--- src/lc3b_types.sv ---
package lc3b_types;

	// a 16-bit data and address word.
	typedef logic [15:0] lc3b_word;

	// index of one of the eight general purpose registers.
	typedef logic [2:0] lc3b_reg;

	// LC-3b opcode encodings. Anything not listed decodes as a no-op.
	typedef enum logic [3:0] {
		op_br  = 4'b0000,
		op_add = 4'b0001,
		op_and = 4'b0101,
		op_ldr = 4'b0110,
		op_str = 4'b0111,
		op_not = 4'b1001
	} lc3b_opcode;

	typedef enum logic [1:0] {
		alu_add  = 2'b00,
		alu_and  = 2'b01,
		alu_not  = 2'b10,
		alu_pass = 2'b11
	} lc3b_aluop;

	// an all-zero control word is a no-op in every stage.
	typedef struct packed {
		lc3b_aluop aluop;
		// 0 picks imm5, 1 picks offset6.
		logic      sext_sel;
		logic      imm_sel;
		logic      load_regfile;
		// 0 writes back the ALU result, 1 the load data.
		logic      wb_sel;
		logic      mem_read;
		logic      mem_write;
		logic      pc_sel;
	} lc3b_control_word;

	// instruction fields that follow the control word down the pipe.
	typedef struct packed {
		lc3b_reg  dest;
		lc3b_reg  src_a;
		lc3b_reg  src_b;
		lc3b_word offset;
	} lc3b_passed_vals;

	localparam lc3b_word pc_reset = 16'h0000;

	// instructions are one word, so the PC moves by two bytes.
	localparam lc3b_word pc_step = 16'd2;

	localparam lc3b_word nop_word = 16'h0000;

endpackage : lc3b_types

--- src/control_rom.sv ---
`timescale 1ns/1ns

module control_rom (
	input  lc3b_types::lc3b_word         ir,
	output lc3b_types::lc3b_control_word ctrl,
	output lc3b_types::lc3b_passed_vals  passed
);
	import lc3b_types::*;

	lc3b_opcode opcode;
	lc3b_word   sext5;
	lc3b_word   sext6;
	lc3b_word   sext9;

	assign opcode = lc3b_opcode'(ir[15:12]);
	assign sext5  = {{11{ir[4]}}, ir[4:0]};
	assign sext6  = {{10{ir[5]}}, ir[5:0]};
	assign sext9  = {{7{ir[8]}}, ir[8:0]};

	always_comb begin
		ctrl = '0;
		case (opcode)
			op_add: begin
				ctrl.aluop        = alu_add;
				ctrl.imm_sel      = ir[5];
				ctrl.load_regfile = 1'b1;
			end
			op_and: begin
				ctrl.aluop        = alu_and;
				ctrl.imm_sel      = ir[5];
				ctrl.load_regfile = 1'b1;
			end
			op_not: begin
				ctrl.aluop        = alu_not;
				ctrl.load_regfile = 1'b1;
			end
			op_ldr: begin
				ctrl.aluop        = alu_add;
				ctrl.sext_sel     = 1'b1;
				ctrl.imm_sel      = 1'b1;
				ctrl.load_regfile = 1'b1;
				ctrl.wb_sel       = 1'b1;
				ctrl.mem_read     = 1'b1;
			end
			op_str: begin
				ctrl.aluop     = alu_add;
				ctrl.sext_sel  = 1'b1;
				ctrl.imm_sel   = 1'b1;
				ctrl.mem_write = 1'b1;
			end
			// without condition codes any set nzp bit means taken.
			op_br: ctrl.pc_sel = |ir[11:9];
			default: ctrl = '0;
		endcase
	end

	always_comb begin
		passed.dest  = ir[11:9];
		passed.src_a = ir[8:6];
		// a store reads its data register from the dest field.
		passed.src_b = (opcode == op_str) ? ir[11:9] : ir[2:0];
		if (opcode == op_br)
			passed.offset = sext9;
		else if (ctrl.sext_sel)
			passed.offset = sext6;
		else
			passed.offset = sext5;
	end

endmodule : control_rom

--- src/regfile.sv ---
`timescale 1ns/1ns

module regfile (
	input  logic                 clk,
	input  logic                 rst_n,
	input  logic                 load,
	input  lc3b_types::lc3b_reg  dest,
	input  lc3b_types::lc3b_word in,
	input  lc3b_types::lc3b_reg  src_a,
	input  lc3b_types::lc3b_reg  src_b,
	output lc3b_types::lc3b_word reg_a,
	output lc3b_types::lc3b_word reg_b
);
	import lc3b_types::*;

	lc3b_word regs [8];

	always_ff @(posedge clk) begin
		if (!rst_n) begin
			for (int i = 0; i < 8; i++) begin
				regs[i] <= '0;
			end
		end else if (load) begin
			regs[dest] <= in;
		end
	end

	// a write in flight is visible to decode in the same cycle.
	assign reg_a = (load && dest == src_a) ? in : regs[src_a];
	assign reg_b = (load && dest == src_b) ? in : regs[src_b];

	a_wb_known: assert property (
		@(posedge clk) disable iff (!rst_n)
		load |-> !$isunknown(in)
	) else $error("regfile: writeback value is unknown for r%0d", dest);

endmodule : regfile

--- src/alu.sv ---
`timescale 1ns/1ns

module alu (
	input  lc3b_types::lc3b_aluop aluop,
	input  lc3b_types::lc3b_word  a,
	input  lc3b_types::lc3b_word  b,
	output lc3b_types::lc3b_word  f
);
	import lc3b_types::*;

	always_comb begin
		case (aluop)
			alu_add:  f = a + b;
			alu_and:  f = a & b;
			alu_not:  f = ~a;
			alu_pass: f = b;
			default:  f = b;
		endcase
	end

	// the ALU has no clock, so the opcode is checked whenever it changes.
	always_comb begin
		a_aluop_known: assert (!$isunknown(aluop))
			else $error("alu: aluop is unknown");
	end

endmodule : alu

--- src/datapath.sv ---
`timescale 1ns/1ns

module datapath (
	input  logic                 clk,
	input  logic                 rst_n,
	input  logic                 stall,
	input  logic                 mem_resp_0,
	input  logic                 mem_resp_1,
	input  lc3b_types::lc3b_word mem_rdata_0,
	input  lc3b_types::lc3b_word mem_rdata_1,
	output lc3b_types::lc3b_word mem_address_0,
	output lc3b_types::lc3b_word mem_address_1,
	output lc3b_types::lc3b_word mem_wdata_1,
	output logic                 mem_read_0,
	output logic                 mem_read_1,
	output logic                 mem_write_1
);
	import lc3b_types::*;

	lc3b_word pc, pc_plus2, pc_next;
	lc3b_word ir, ir_in, fetch_buf, if_pc;
	logic     fetch_held, data_held;

	lc3b_control_word gen_ctrl, id_ctrl, ex_ctrl, mem_ctrl;
	lc3b_passed_vals  gen_passed, id_passed, ex_passed, mem_passed;

	lc3b_word reg_a, reg_b;
	lc3b_word id_pc, sr1, sr2;
	lc3b_word imm_val, alu_b, alu_f, br_target;
	lc3b_word ex_alu, ex_wdata, ex_pc;
	lc3b_word load_buf, load_in, mem_data, mem_alu, wb_val;

	// fetch. A response that lands while the pipe is frozen is parked in
	// fetch_buf and the request drops until the pipe moves again.
	assign mem_address_0 = pc;
	assign mem_read_0    = ~fetch_held;
	assign pc_plus2      = pc + pc_step;
	assign pc_next       = ex_ctrl.pc_sel ? ex_pc : pc_plus2;
	assign ir_in         = fetch_held ? fetch_buf : mem_rdata_0;

	// decode.
	control_rom u_ctrl (
		.ir     (ir),
		.ctrl   (gen_ctrl),
		.passed (gen_passed)
	);

	regfile u_regs (
		.clk   (clk),
		.rst_n (rst_n),
		.load  (mem_ctrl.load_regfile & ~stall),
		.dest  (mem_passed.dest),
		.in    (wb_val),
		.src_a (gen_passed.src_a),
		.src_b (gen_passed.src_b),
		.reg_a (reg_a),
		.reg_b (reg_b)
	);

	// execute. Memory offsets are word offsets and get scaled to bytes here.
	assign imm_val   = id_ctrl.sext_sel ? {id_passed.offset[14:0], 1'b0} : id_passed.offset;
	assign alu_b     = id_ctrl.imm_sel ? imm_val : sr2;
	assign br_target = id_pc + {id_passed.offset[14:0], 1'b0};

	alu u_alu (
		.aluop (id_ctrl.aluop),
		.a     (sr1),
		.b     (alu_b),
		.f     (alu_f)
	);

	// memory. The data port request also drops once its response is parked.
	assign mem_address_1 = ex_alu;
	assign mem_wdata_1   = ex_wdata;
	assign mem_read_1    = ex_ctrl.mem_read & ~data_held;
	assign mem_write_1   = ex_ctrl.mem_write & ~data_held;
	assign load_in       = data_held ? load_buf : mem_rdata_1;

	// writeback.
	assign wb_val = mem_ctrl.wb_sel ? mem_data : mem_alu;

	always_ff @(posedge clk) begin
		if (!rst_n) begin
			pc         <= pc_reset;
			ir         <= nop_word;
			fetch_held <= 1'b0;
			data_held  <= 1'b0;
			id_ctrl    <= '0;
			ex_ctrl    <= '0;
			mem_ctrl   <= '0;
		end else if (!stall) begin
			pc         <= pc_next;
			ir         <= ir_in;
			fetch_held <= 1'b0;
			data_held  <= 1'b0;
			id_ctrl    <= gen_ctrl;
			ex_ctrl    <= id_ctrl;
			mem_ctrl   <= ex_ctrl;
		end else begin
			if (mem_resp_0)
				fetch_held <= 1'b1;
			if (mem_resp_1)
				data_held <= 1'b1;
		end
	end

	always_ff @(posedge clk) begin
		if (stall && mem_resp_0)
			fetch_buf <= mem_rdata_0;
		if (stall && mem_resp_1)
			load_buf <= mem_rdata_1;
	end

	always_ff @(posedge clk) begin
		if (!stall) begin
			if_pc      <= pc_plus2;
			id_passed  <= gen_passed;
			id_pc      <= if_pc;
			sr1        <= reg_a;
			sr2        <= reg_b;
			ex_passed  <= id_passed;
			ex_alu     <= alu_f;
			ex_wdata   <= sr2;
			ex_pc      <= br_target;
			mem_passed <= ex_passed;
			mem_alu    <= ex_alu;
			mem_data   <= load_in;
		end
	end

	a_rw_exclusive: assert property (
		@(posedge clk) disable iff (!rst_n)
		!(mem_read_1 && mem_write_1)
	) else $error("datapath: mem_read_1 and mem_write_1 both high at %h", mem_address_1);

endmodule : datapath

--- src/stall_unit.sv ---
`timescale 1ns/1ns

module stall_unit (
	input  logic clk,
	input  logic rst_n,
	input  logic mem_read_0,
	input  logic mem_read_1,
	input  logic mem_write_1,
	input  logic mem_resp_0,
	input  logic mem_resp_1,
	output logic stall
);

	logic seen_0, seen_1;
	logic busy_0, busy_1;

	// a port is busy until it answers, and stays satisfied for the rest of
	// the stall once it has.
	assign busy_0 = mem_read_0 & ~mem_resp_0 & ~seen_0;
	assign busy_1 = (mem_read_1 | mem_write_1) & ~mem_resp_1 & ~seen_1;
	assign stall  = busy_0 | busy_1;

	always_ff @(posedge clk) begin
		if (!rst_n || !stall) begin
			seen_0 <= 1'b0;
			seen_1 <= 1'b0;
		end else begin
			if (mem_resp_0)
				seen_0 <= 1'b1;
			if (mem_resp_1)
				seen_1 <= 1'b1;
		end
	end

	a_resp_needs_req: assert property (
		@(posedge clk) disable iff (!rst_n)
		!(mem_resp_0 && !mem_read_0) && !(mem_resp_1 && !(mem_read_1 || mem_write_1))
	) else $error("stall_unit: response without a request level");

endmodule : stall_unit

--- src/lc3b_cpu.sv ---
`timescale 1ns/1ns

module lc3b_cpu (
	input  logic                 clk,
	input  logic                 rst_n,
	input  logic                 mem_resp_0,
	input  lc3b_types::lc3b_word mem_rdata_0,
	output lc3b_types::lc3b_word mem_address_0,
	output logic                 mem_read_0,
	input  logic                 mem_resp_1,
	input  lc3b_types::lc3b_word mem_rdata_1,
	output lc3b_types::lc3b_word mem_address_1,
	output lc3b_types::lc3b_word mem_wdata_1,
	output logic                 mem_read_1,
	output logic                 mem_write_1
);

	logic stall;

	datapath u_datapath (
		.clk           (clk),
		.rst_n         (rst_n),
		.stall         (stall),
		.mem_resp_0    (mem_resp_0),
		.mem_resp_1    (mem_resp_1),
		.mem_rdata_0   (mem_rdata_0),
		.mem_rdata_1   (mem_rdata_1),
		.mem_address_0 (mem_address_0),
		.mem_address_1 (mem_address_1),
		.mem_wdata_1   (mem_wdata_1),
		.mem_read_0    (mem_read_0),
		.mem_read_1    (mem_read_1),
		.mem_write_1   (mem_write_1)
	);

	stall_unit u_stall (
		.clk         (clk),
		.rst_n       (rst_n),
		.mem_read_0  (mem_read_0),
		.mem_read_1  (mem_read_1),
		.mem_write_1 (mem_write_1),
		.mem_resp_0  (mem_resp_0),
		.mem_resp_1  (mem_resp_1),
		.stall       (stall)
	);

endmodule : lc3b_cpu

--- config.mk ---
export PLATFORM = sky130hd
export DESIGN_NAME = lc3b_cpu
export DESIGN_NICKNAME = d
export VERILOG_FILES = /design/src/lc3b_types.sv /design/src/control_rom.sv /design/src/regfile.sv /design/src/alu.sv /design/src/datapath.sv /design/src/stall_unit.sv /design/src/lc3b_cpu.sv
export SDC_FILE = /design/constraint.sdc
export NUM_CORES = 1
export LEC_CHECK = 0
export ABC_AREA = 1
export BUFFER_PORTS_ARGS = -buffer_cell sky130_fd_sc_hd__buf_2
export CAP_MARGIN = 20
export CORE_UTILIZATION = 35
export CTS_CLUSTER_DIAMETER = 60
export CTS_CLUSTER_SIZE = 16
export DETAILED_ROUTE_END_ITERATION = 12
export GPL_ROUTABILITY_DRIVEN = 0
export PLACE_DENSITY = 0.58
export SYNTH_ARGS = -nofsm -noshare
export SYNTH_HDL_FRONTEND = slang
export SYNTH_HIERARCHICAL = 1
export SYNTH_SLANG_ARGS = --single-unit
--- constraint.sdc ---
create_clock -name clk -period 4.1 [get_ports clk]
set_clock_uncertainty 0.05 [all_clocks]
set_input_delay 0.82 -clock clk [delete_from_list [all_inputs] [get_ports clk]]
set_output_delay 0.82 -clock clk [all_outputs]
set_load 0.02 [all_outputs]
Yosys cells after proc, flatten, opt, wreduce, memory -nomap -nowiden:

Memories as Yosys holds them, arrays and structs flattened. A register that Yosys moved wholly into a read port is not among the register bits.
Cells that the tools add are included.

* shift-type cells: 0
* $lt $le $gt $ge: 0
* equal/unequal tests: 10
* div/mod/pow operators: 0
* reduce and logical (&&, ||, !) cells: 15
* $mul: 0
* add/subtract/negate cells: 3
* multiplexer cells: 28
* bitwise gates (word level): 18

Operators by type and width (count)
* 16-bit 2-to-1 mux: 11
* 16-bit one-hot mux with 4 select lines: 1
* 16-bit adder: 2
* 16-bit by 2-bit adder with 16-bit output (second input constant): 1
* 16-bit bitwise AND: 1
* 16-bit NOT: 1
* 16-bit OR reduction: 1
* 4-bit by 3-bit == test with 1-bit output (second input constant): 3
* 3-bit 2-to-1 mux: 4
* 1-bit 2-to-1 mux: 9
* 1-bit bitwise AND: 7
* 1-bit NOT: 7
* 3-bit == test: 2
* 2-bit == test (second input constant): 2
* 4-bit by 1-bit == test with 1-bit output (second input constant): 1
* 4-bit == test (second input constant): 1
* 1-bit logical AND: 4
* 4-bit zero test: 1
* 2-bit one-hot mux with 2 select lines: 1
* 2-bit OR reduction: 2
* 4-bit OR reduction: 1
* 3-bit OR reduction: 1
* 2-bit by 1-bit == test with 1-bit output (second input constant): 1
* 1-bit zero test: 2
* 6 further kinds: 7

* memories kept: 1
* word-level logic and storage cells: 111
* input bits: 36
* output and inout port bits: 51
* bits in read-only memories: 0
* latch bits: 0
* memory bits (writable): 128
* bits in registers: 253

Memory list
* u_datapath.u_regs.regs: words 8, bits a word 16, read ports 2, clocked after memory_dff 1, wr ports 8, line regfile.sv:16 `lc3b_word regs [8];`

Longest topological paths before layout:

* depth in word-level cells: 13
* gate-level depth with buffers: 17

Modules after synthesis:

The synthesis kept the hierarchy.

By module, submodules not included
* datapath: area each 10045.9 µm², times used 1, cells each 868, sequential area each 7036.7 µm²
* regfile: area each 7772.5 µm², times used 1, cells each 1057, sequential area each 3843.7 µm²
* alu: area each 1358.8 µm², times used 1, cells each 269, sequential area each 0.0 µm²
* control_rom: area each 355.3 µm², times used 1, cells each 59, sequential area each 0.0 µm²
* stall_unit: area each 91.3 µm², times used 1, cells each 13, sequential area each 40.0 µm²

Worst setup path after synthesis:

OpenSTA, ideal clock, no wires.

* kind: register to register
* from: register u_datapath.data_held
* to: register u_datapath/ex_passed[22] (netlist name) (enable)
* cell stages (with the launch flop): 11
* arrival time: 3.453 ns
* path slack: 0.140 ns
* library setup time: 0.457 ns
* period minus slack after synthesis: 3.960 ns
* path buffers: 4
* path through: dfxtp_1 buf_2 buf_1 nor2_1 inv_1 nand2_1 nand2_1 nand2_2 buf_4 inv_4 buf_2

* longest elaborated chain between the ends: 6
* elaborated cells on any way between the ends: 7
* classes of those cells: 7 x bitwise

RTL lines
* from (decl): line datapath.sv:22 `logic fetch_held, data_held;`
* from (signal assigned): line datapath.sv:87 `data_held <= 1'b0;`
* from (signal assigned): line datapath.sv:95 `data_held <= 1'b0;`
* from (signal assigned): line datapath.sv:103 `data_held <= 1'b1;`
* 1-bit NOT: line datapath.sv:75 `assign mem_read_1 = ex_ctrl.mem_read & ~data_held;`
* 1-bit bitwise AND: line datapath.sv:75
* named net mem_read_1: line lc3b_cpu.sv:14 `output logic mem_read_1,`
* 1-bit OR: line stall_unit.sv:20 `assign busy_1 = (mem_read_1 | mem_write_1) & ~mem_resp_1 & ~seen_1;`
* 1-bit bitwise AND (2 in series): line stall_unit.sv:20
* 1-bit OR: line stall_unit.sv:21 `assign stall = busy_0 | busy_1;`
* named net stall: line lc3b_cpu.sv:18 `logic stall;`
* to (signal assigned): line datapath.sv:121 `ex_passed <= id_passed;`
* to (decl): line datapath.sv:25 `lc3b_passed_vals gen_passed, id_passed, ex_passed, mem_passed;`

The timed path passes the listed nets, and every way through them passes these cells.
A chain may end at the register's enable or synchronous reset.

Worst setup path in the final report:

* from: register u_datapath/id_ctrl[6] (netlist name)
* to: register u_datapath.ex_alu[11], in the netlist u_datapath/mem_address_1[11] (data pin)

* longest elaborated chain between the ends: 4
* elaborated cells on any way between the ends: 5
* classes of those cells: 1 x add/sub; 3 x mux; 1 x bitwise

RTL lines
* from (decl): line datapath.sv:24 `lc3b_control_word gen_ctrl, id_ctrl, ex_ctrl, mem_ctrl;`
* from (signal assigned): line datapath.sv:96 `id_ctrl <= gen_ctrl;`
* 16-bit 2-to-1 mux: line datapath.sv:61 `assign imm_val = id_ctrl.sext_sel ? {id_passed.offset[14:0], 1'b0} : id_passed.offset;`
* 16-bit 2-to-1 mux: line datapath.sv:62 `assign alu_b = id_ctrl.imm_sel ? imm_val : sr2;`
* named net u_datapath.alu_b[5]: line datapath.sv:29 `lc3b_word imm_val, alu_b, alu_f, br_target;`
* 16-bit adder: line alu.sv:13 `alu_add: f = a + b;`
* 16-bit one-hot mux with 4 select lines: line alu.sv:12 `case (aluop)`
* named net u_datapath.alu_f[11]: line datapath.sv:29
* to (signal assigned): line datapath.sv:122 `ex_alu <= alu_f;`
* to (decl): line datapath.sv:30 `lc3b_word ex_alu, ex_wdata, ex_pc;`

The timed path passes the listed nets, and every way through them passes these cells.

==> impl_metrics.ini <==
[finish]
fin_nets = 2373
sequential_cell_area_um2 = 10900
multi_input_comb_area_um2 = 6950
drive_above_1_share_pct = 10.7
synthToLayoutAreaGrowth_pct = 10.7
num_antenna_cells = 0
num-fill-cells = 5422

[timing]
fin_setup_tns_ps = 0
maxSlewHeadroom_pct = 29.8
report.final.setup_viol = 0
hold-worst-slack_ps = 357
finalHoldViolCount = 0
final.min_clock_period_ps = 3390
timing.final.max_slew_violations = 0
worst_slew_pin_slew_ps = 1050
fin_crit_sh_pct = 82.6
max_clock_freq_mhz = 295
finalWorstSetupSlack_ps = 713
grt_setup_unrepaired = false

[place]
port_buffers = 86
pre_cts_slack_ps = 772
post-dp-hpwl_um = 38000

[clocking]
clkLatencyLatePin_ps = 550
htree_levels = 2
cts_num_sinks = 381
post_cts.repair.setup_buffers = 0
clk_pin_slew_worst_paths_ps = 70
postCtsHoldBufs = 0
cts_tree = done
clk_path_buf_depth = 3
post_cts.resized_instances = 0
cts.root.buffer_cell = sky130_fd_sc_hd__clkbuf_16
cts_inserted_buffers = 35

[floorplanning]
dieArea_um2 = 57000
die_width_um = 239
initial_utilization_pct = 35.6
design.core.area_um2 = 55200
fp.dieH_um = 239
core.rowCount = 86
design.portCount = 87

[pwr]
power.static_leakage_nw = 9.72
p_sw_mw = 4.64
internal_power_mw = 8.01
clock_power_share_pct = 26.1
logic_pwr_share_pct = 29.9
vdd.ir_drop.worst_mv = 0.246
power.sequential.fraction_pct = 44.0
power.share.switching_pct = 36.7
power_density_nw_per_um2 = 582

[grt]
largest_net_degree_at_the_start_of_global_routing = 87
antenna_found_initial = 0
gr-usage-all-layers_pct = 19.7
grt_pass1_wl_um = 86200
grt_overflow = 0
grt_pass1_vias = 14800

[synth]
synth.avg_cell_area_um2 = 8.66
post_synthesis_cells = 2266
synth-main-ff-cell = sky130_fd_sc_hd__edfxtp_1
synth_area_um2 = 19600
yosysWarningCount = 6
post_synthesis_sequential_area_ratio_pct = 55.6
synth-edff-count = 329
yosys_register_bits = 381
synth.lib_cells_used.distinct = 49
ys_async_sr_fraction_pct = 0
post_synth_net_total = 2335

[critical_path]
reg2reg_setup_slack_ps = 710
startpoint_type = flop
required_worst_endpoint_ps = 4350
crit_path_end_kind = flop
regToRegEndpoint = u_datapath/mem_address_1[11]$_DFFE_PN_
crit_fanout = 17
worstRegToRegCells = 14
critical_path_arrival_ps = 3640
worst_r2r_startpoint = u_datapath/id_ctrl[6]$_SDFFE_PN0N_
worst-setup-path-type = reg2reg

[flow_run]
timing.max_cap.violations = 0

[min_path]
min_delay_path_depth = 0
endpoint_with_the_worst_hold_slack = u_datapath/id_pc[4]$_DFFE_PN_
worst_hold_path_startpoint = u_datapath/if_pc[4]$_DFFE_PN_
timing.hold.worst.class = reg2reg

[detailed_routing]
wl_per_cell_um = 18.3
total_number_of_vias = 15700
first_iter_violations = 1619
drt-vias-per-instance = 5.11
drc = 0
routed_wl_um = 56300
ant_nets = 0
drt_first_pass_iters = 6

[outcome]
run_status = finished, final reports clean
## synth_stat cells, types with 8 or more instances
cell                       instances  area [µm²]
sky130_fd_sc_hd__inv_1           276        1040
sky130_fd_sc_hd__nand4_1          13        81.3
sky130_fd_sc_hd__buf_2            51         255
sky130_fd_sc_hd__buf_4            28         210
sky130_fd_sc_hd__nand3_1         280        1400
sky130_fd_sc_hd__nand2_2          17         106
sky130_fd_sc_hd__o22ai_1           8        50.1
sky130_fd_sc_hd__nand2_1         713        2680
sky130_fd_sc_hd__o211ai_1         17         128
sky130_fd_sc_hd__o21ai_0          28         140
sky130_fd_sc_hd__nor2_1          226         848
sky130_fd_sc_hd__a21oi_1          38         190
sky130_fd_sc_hd__xor2_1           14         123
sky130_fd_sc_hd__inv_2            11        41.3
sky130_fd_sc_hd__nor2_2           13        81.3
sky130_fd_sc_hd__edfxtp_1        329        9880
sky130_fd_sc_hd__a31oi_1          16         100
sky130_fd_sc_hd__mux2_2           16         180
sky130_fd_sc_hd__clkbuf_1         25        93.8
sky130_fd_sc_hd__ha_1             32         400
sky130_fd_sc_hd__dfxtp_1          52        1040
## flip-flops by register name (all words and copies together) (netlist names), 2 cells and up
register	cells
u_datapath/u_regs/regs	128
u_datapath/id_passed	19
u_datapath/ex_pc	16
u_datapath/fetch_buf	16
u_datapath/id_pc	16
u_datapath/if_pc	16
u_datapath/ir	16
u_datapath/load_buf	16
u_datapath/mem_address_0	16
u_datapath/mem_address_1	16
u_datapath/mem_alu	16
u_datapath/mem_data	16
u_datapath/mem_wdata_1	16
u_datapath/sr1	16
u_datapath/sr2	16
u_datapath/id_ctrl	9
u_datapath/ex_ctrl	5
u_datapath/ex_passed	3
u_datapath/mem_passed	3
u_datapath/mem_ctrl	2
## metrics by stage
stage | cell area [µm²] | instances | util [%] | power [mW]
after CTS | 21700 | 3075 | 39.4 | 12.7
final | 21700 | 3075 | 39.4 | 12.6
after global routing | 21700 | 3075 | 39.4 | 13.3
after detailed placement | 20600 | 3015 | 37.3 | 9.37
after global placement | 20500 | 3013 | 37.2 | 9.30
after floorplan | 19600 | 2266 | - | 8.09
## cell type report
cell class | instances | share of cell area, %
Tap cell | 748 | 4.31
Sequential cell | 381 | 50.3
Timing Repair Buffer | 114 | 3.12
Multi-Input combinational cell | 1481 | 32.0
Clock inverter | 16 | 0.760
Clock buffer | 44 | 4.47
Inverter | 291 | 5.09
## routing by layer
metal  routed length [µm]  vias to the layer above  part of all wire, %  track usage, %
li1                     -                     7436                    -               -
met1                25500                     7427                   45            28.3
met2                24300                      722                   43            29.4
met3                 4180                      129                  7.4            2.88
met4                 2300                        0                  4.1            8.53
met5                    0                        -                    0               0
## power groups by stage
stage | Combinational (mW) | Sequential (mW) | Clock [mW]
global placement | 3.64 | 5.66 | 0
floorplan | 2.50 | 5.59 | 0
finish | 3.78 | 5.57 | 3.30
CTS | 3.74 | 5.58 | 3.38
global route | 4.19 | 5.63 | 3.51
detailed placement | 3.72 | 5.65 | 0
## layout by cell type (no fill, tap or decap), drive strengths merged
master    netlist  layout
a31oi          16      16
nand4          13      13
or2             2       2
xnor2           2       2
dfxtp          52      52
o21ai          32      32
inv           289     296
bufinv          0       1
o21bai          1       1
nand3b          1       1
clkinv          2       7
ha             32      32
xor2           14      14
nand2         733     733
o211ai         17      17
edfxtp        329     329
fa              1       1
nor2          243     243
o22ai           8       8
o221ai          1       1
and2            3       3
buf            87     114
a21oi          39      39
nand3         285     285
mux2           16      16
clkinvlp        0       3
nor3            7       7
o2111ai         2       2
clkbuf         26      44
a221oi          6       6
a211oi          6       6
o31ai           1       1
## kinds of logic (layout without fill, tap and decap cells)
| group | Yosys count | in the layout | synth area share, % |
|---|---|---|---|
| AND/OR/NAND/NOR | 1287 | 1287 | 27.6 |
| buffers and inverters | 404 | 465 | 8.96 |
| flip-flops | 381 | 381 | 55.6 |
| AO/OA/AOI/OAI | 129 | 129 | 3.97 |
| adder cells (fa/ha/maj) | 33 | 33 | 2.14 |
| XOR/XNOR | 16 | 16 | 0.714 |
| multiplexers | 16 | 16 | 0.918 |
## how the worst max path moves through the flow
stage | start | slack (ps) | cells past startpoint | end
2_1_floorplan | u_datapath/data_held$_SDFFE_PN0P_ | 140 | 10 | u_datapath/ex_passed[22]$_DFFE_PN_
3_3_place_gp | u_datapath/id_ctrl[6]$_SDFFE_PN0N_ | 790 | 14 | u_datapath/mem_address_1[14]$_DFFE_PN_
3_5_place_dp | u_datapath/id_ctrl[6]$_SDFFE_PN0N_ | 770 | 14 | u_datapath/mem_address_1[11]$_DFFE_PN_
4_1_cts | u_datapath/id_ctrl[6]$_SDFFE_PN0N_ | 760 | 14 | u_datapath/mem_address_1[11]$_DFFE_PN_
5_1_grt | u_datapath/id_ctrl[6]$_SDFFE_PN0N_ | 430 | 14 | u_datapath/mem_address_1[11]$_DFFE_PN_
6_report | u_datapath/id_ctrl[6]$_SDFFE_PN0N_ | 710 | 14 | u_datapath/mem_address_1[11]$_DFFE_PN_
## worst max-delay path: stages (launching register included)
cell and delay (ps):
sky130_fd_sc_hd__dfxtp_1 770, sky130_fd_sc_hd__clkinv_1 700, sky130_fd_sc_hd__nand2_1 190, sky130_fd_sc_hd__a31oi_1 120
sky130_fd_sc_hd__ha_1 360, sky130_fd_sc_hd__nand2_1 120, sky130_fd_sc_hd__inv_1 70, sky130_fd_sc_hd__a21oi_1 230
sky130_fd_sc_hd__nand2_2 100, sky130_fd_sc_hd__nand2_1 120, sky130_fd_sc_hd__nand2_1 80, sky130_fd_sc_hd__nand2_1 70
sky130_fd_sc_hd__nand2_1 50, sky130_fd_sc_hd__nand2_1 60, sky130_fd_sc_hd__nand2_1 60
Power figures use the tool's default switching activity.
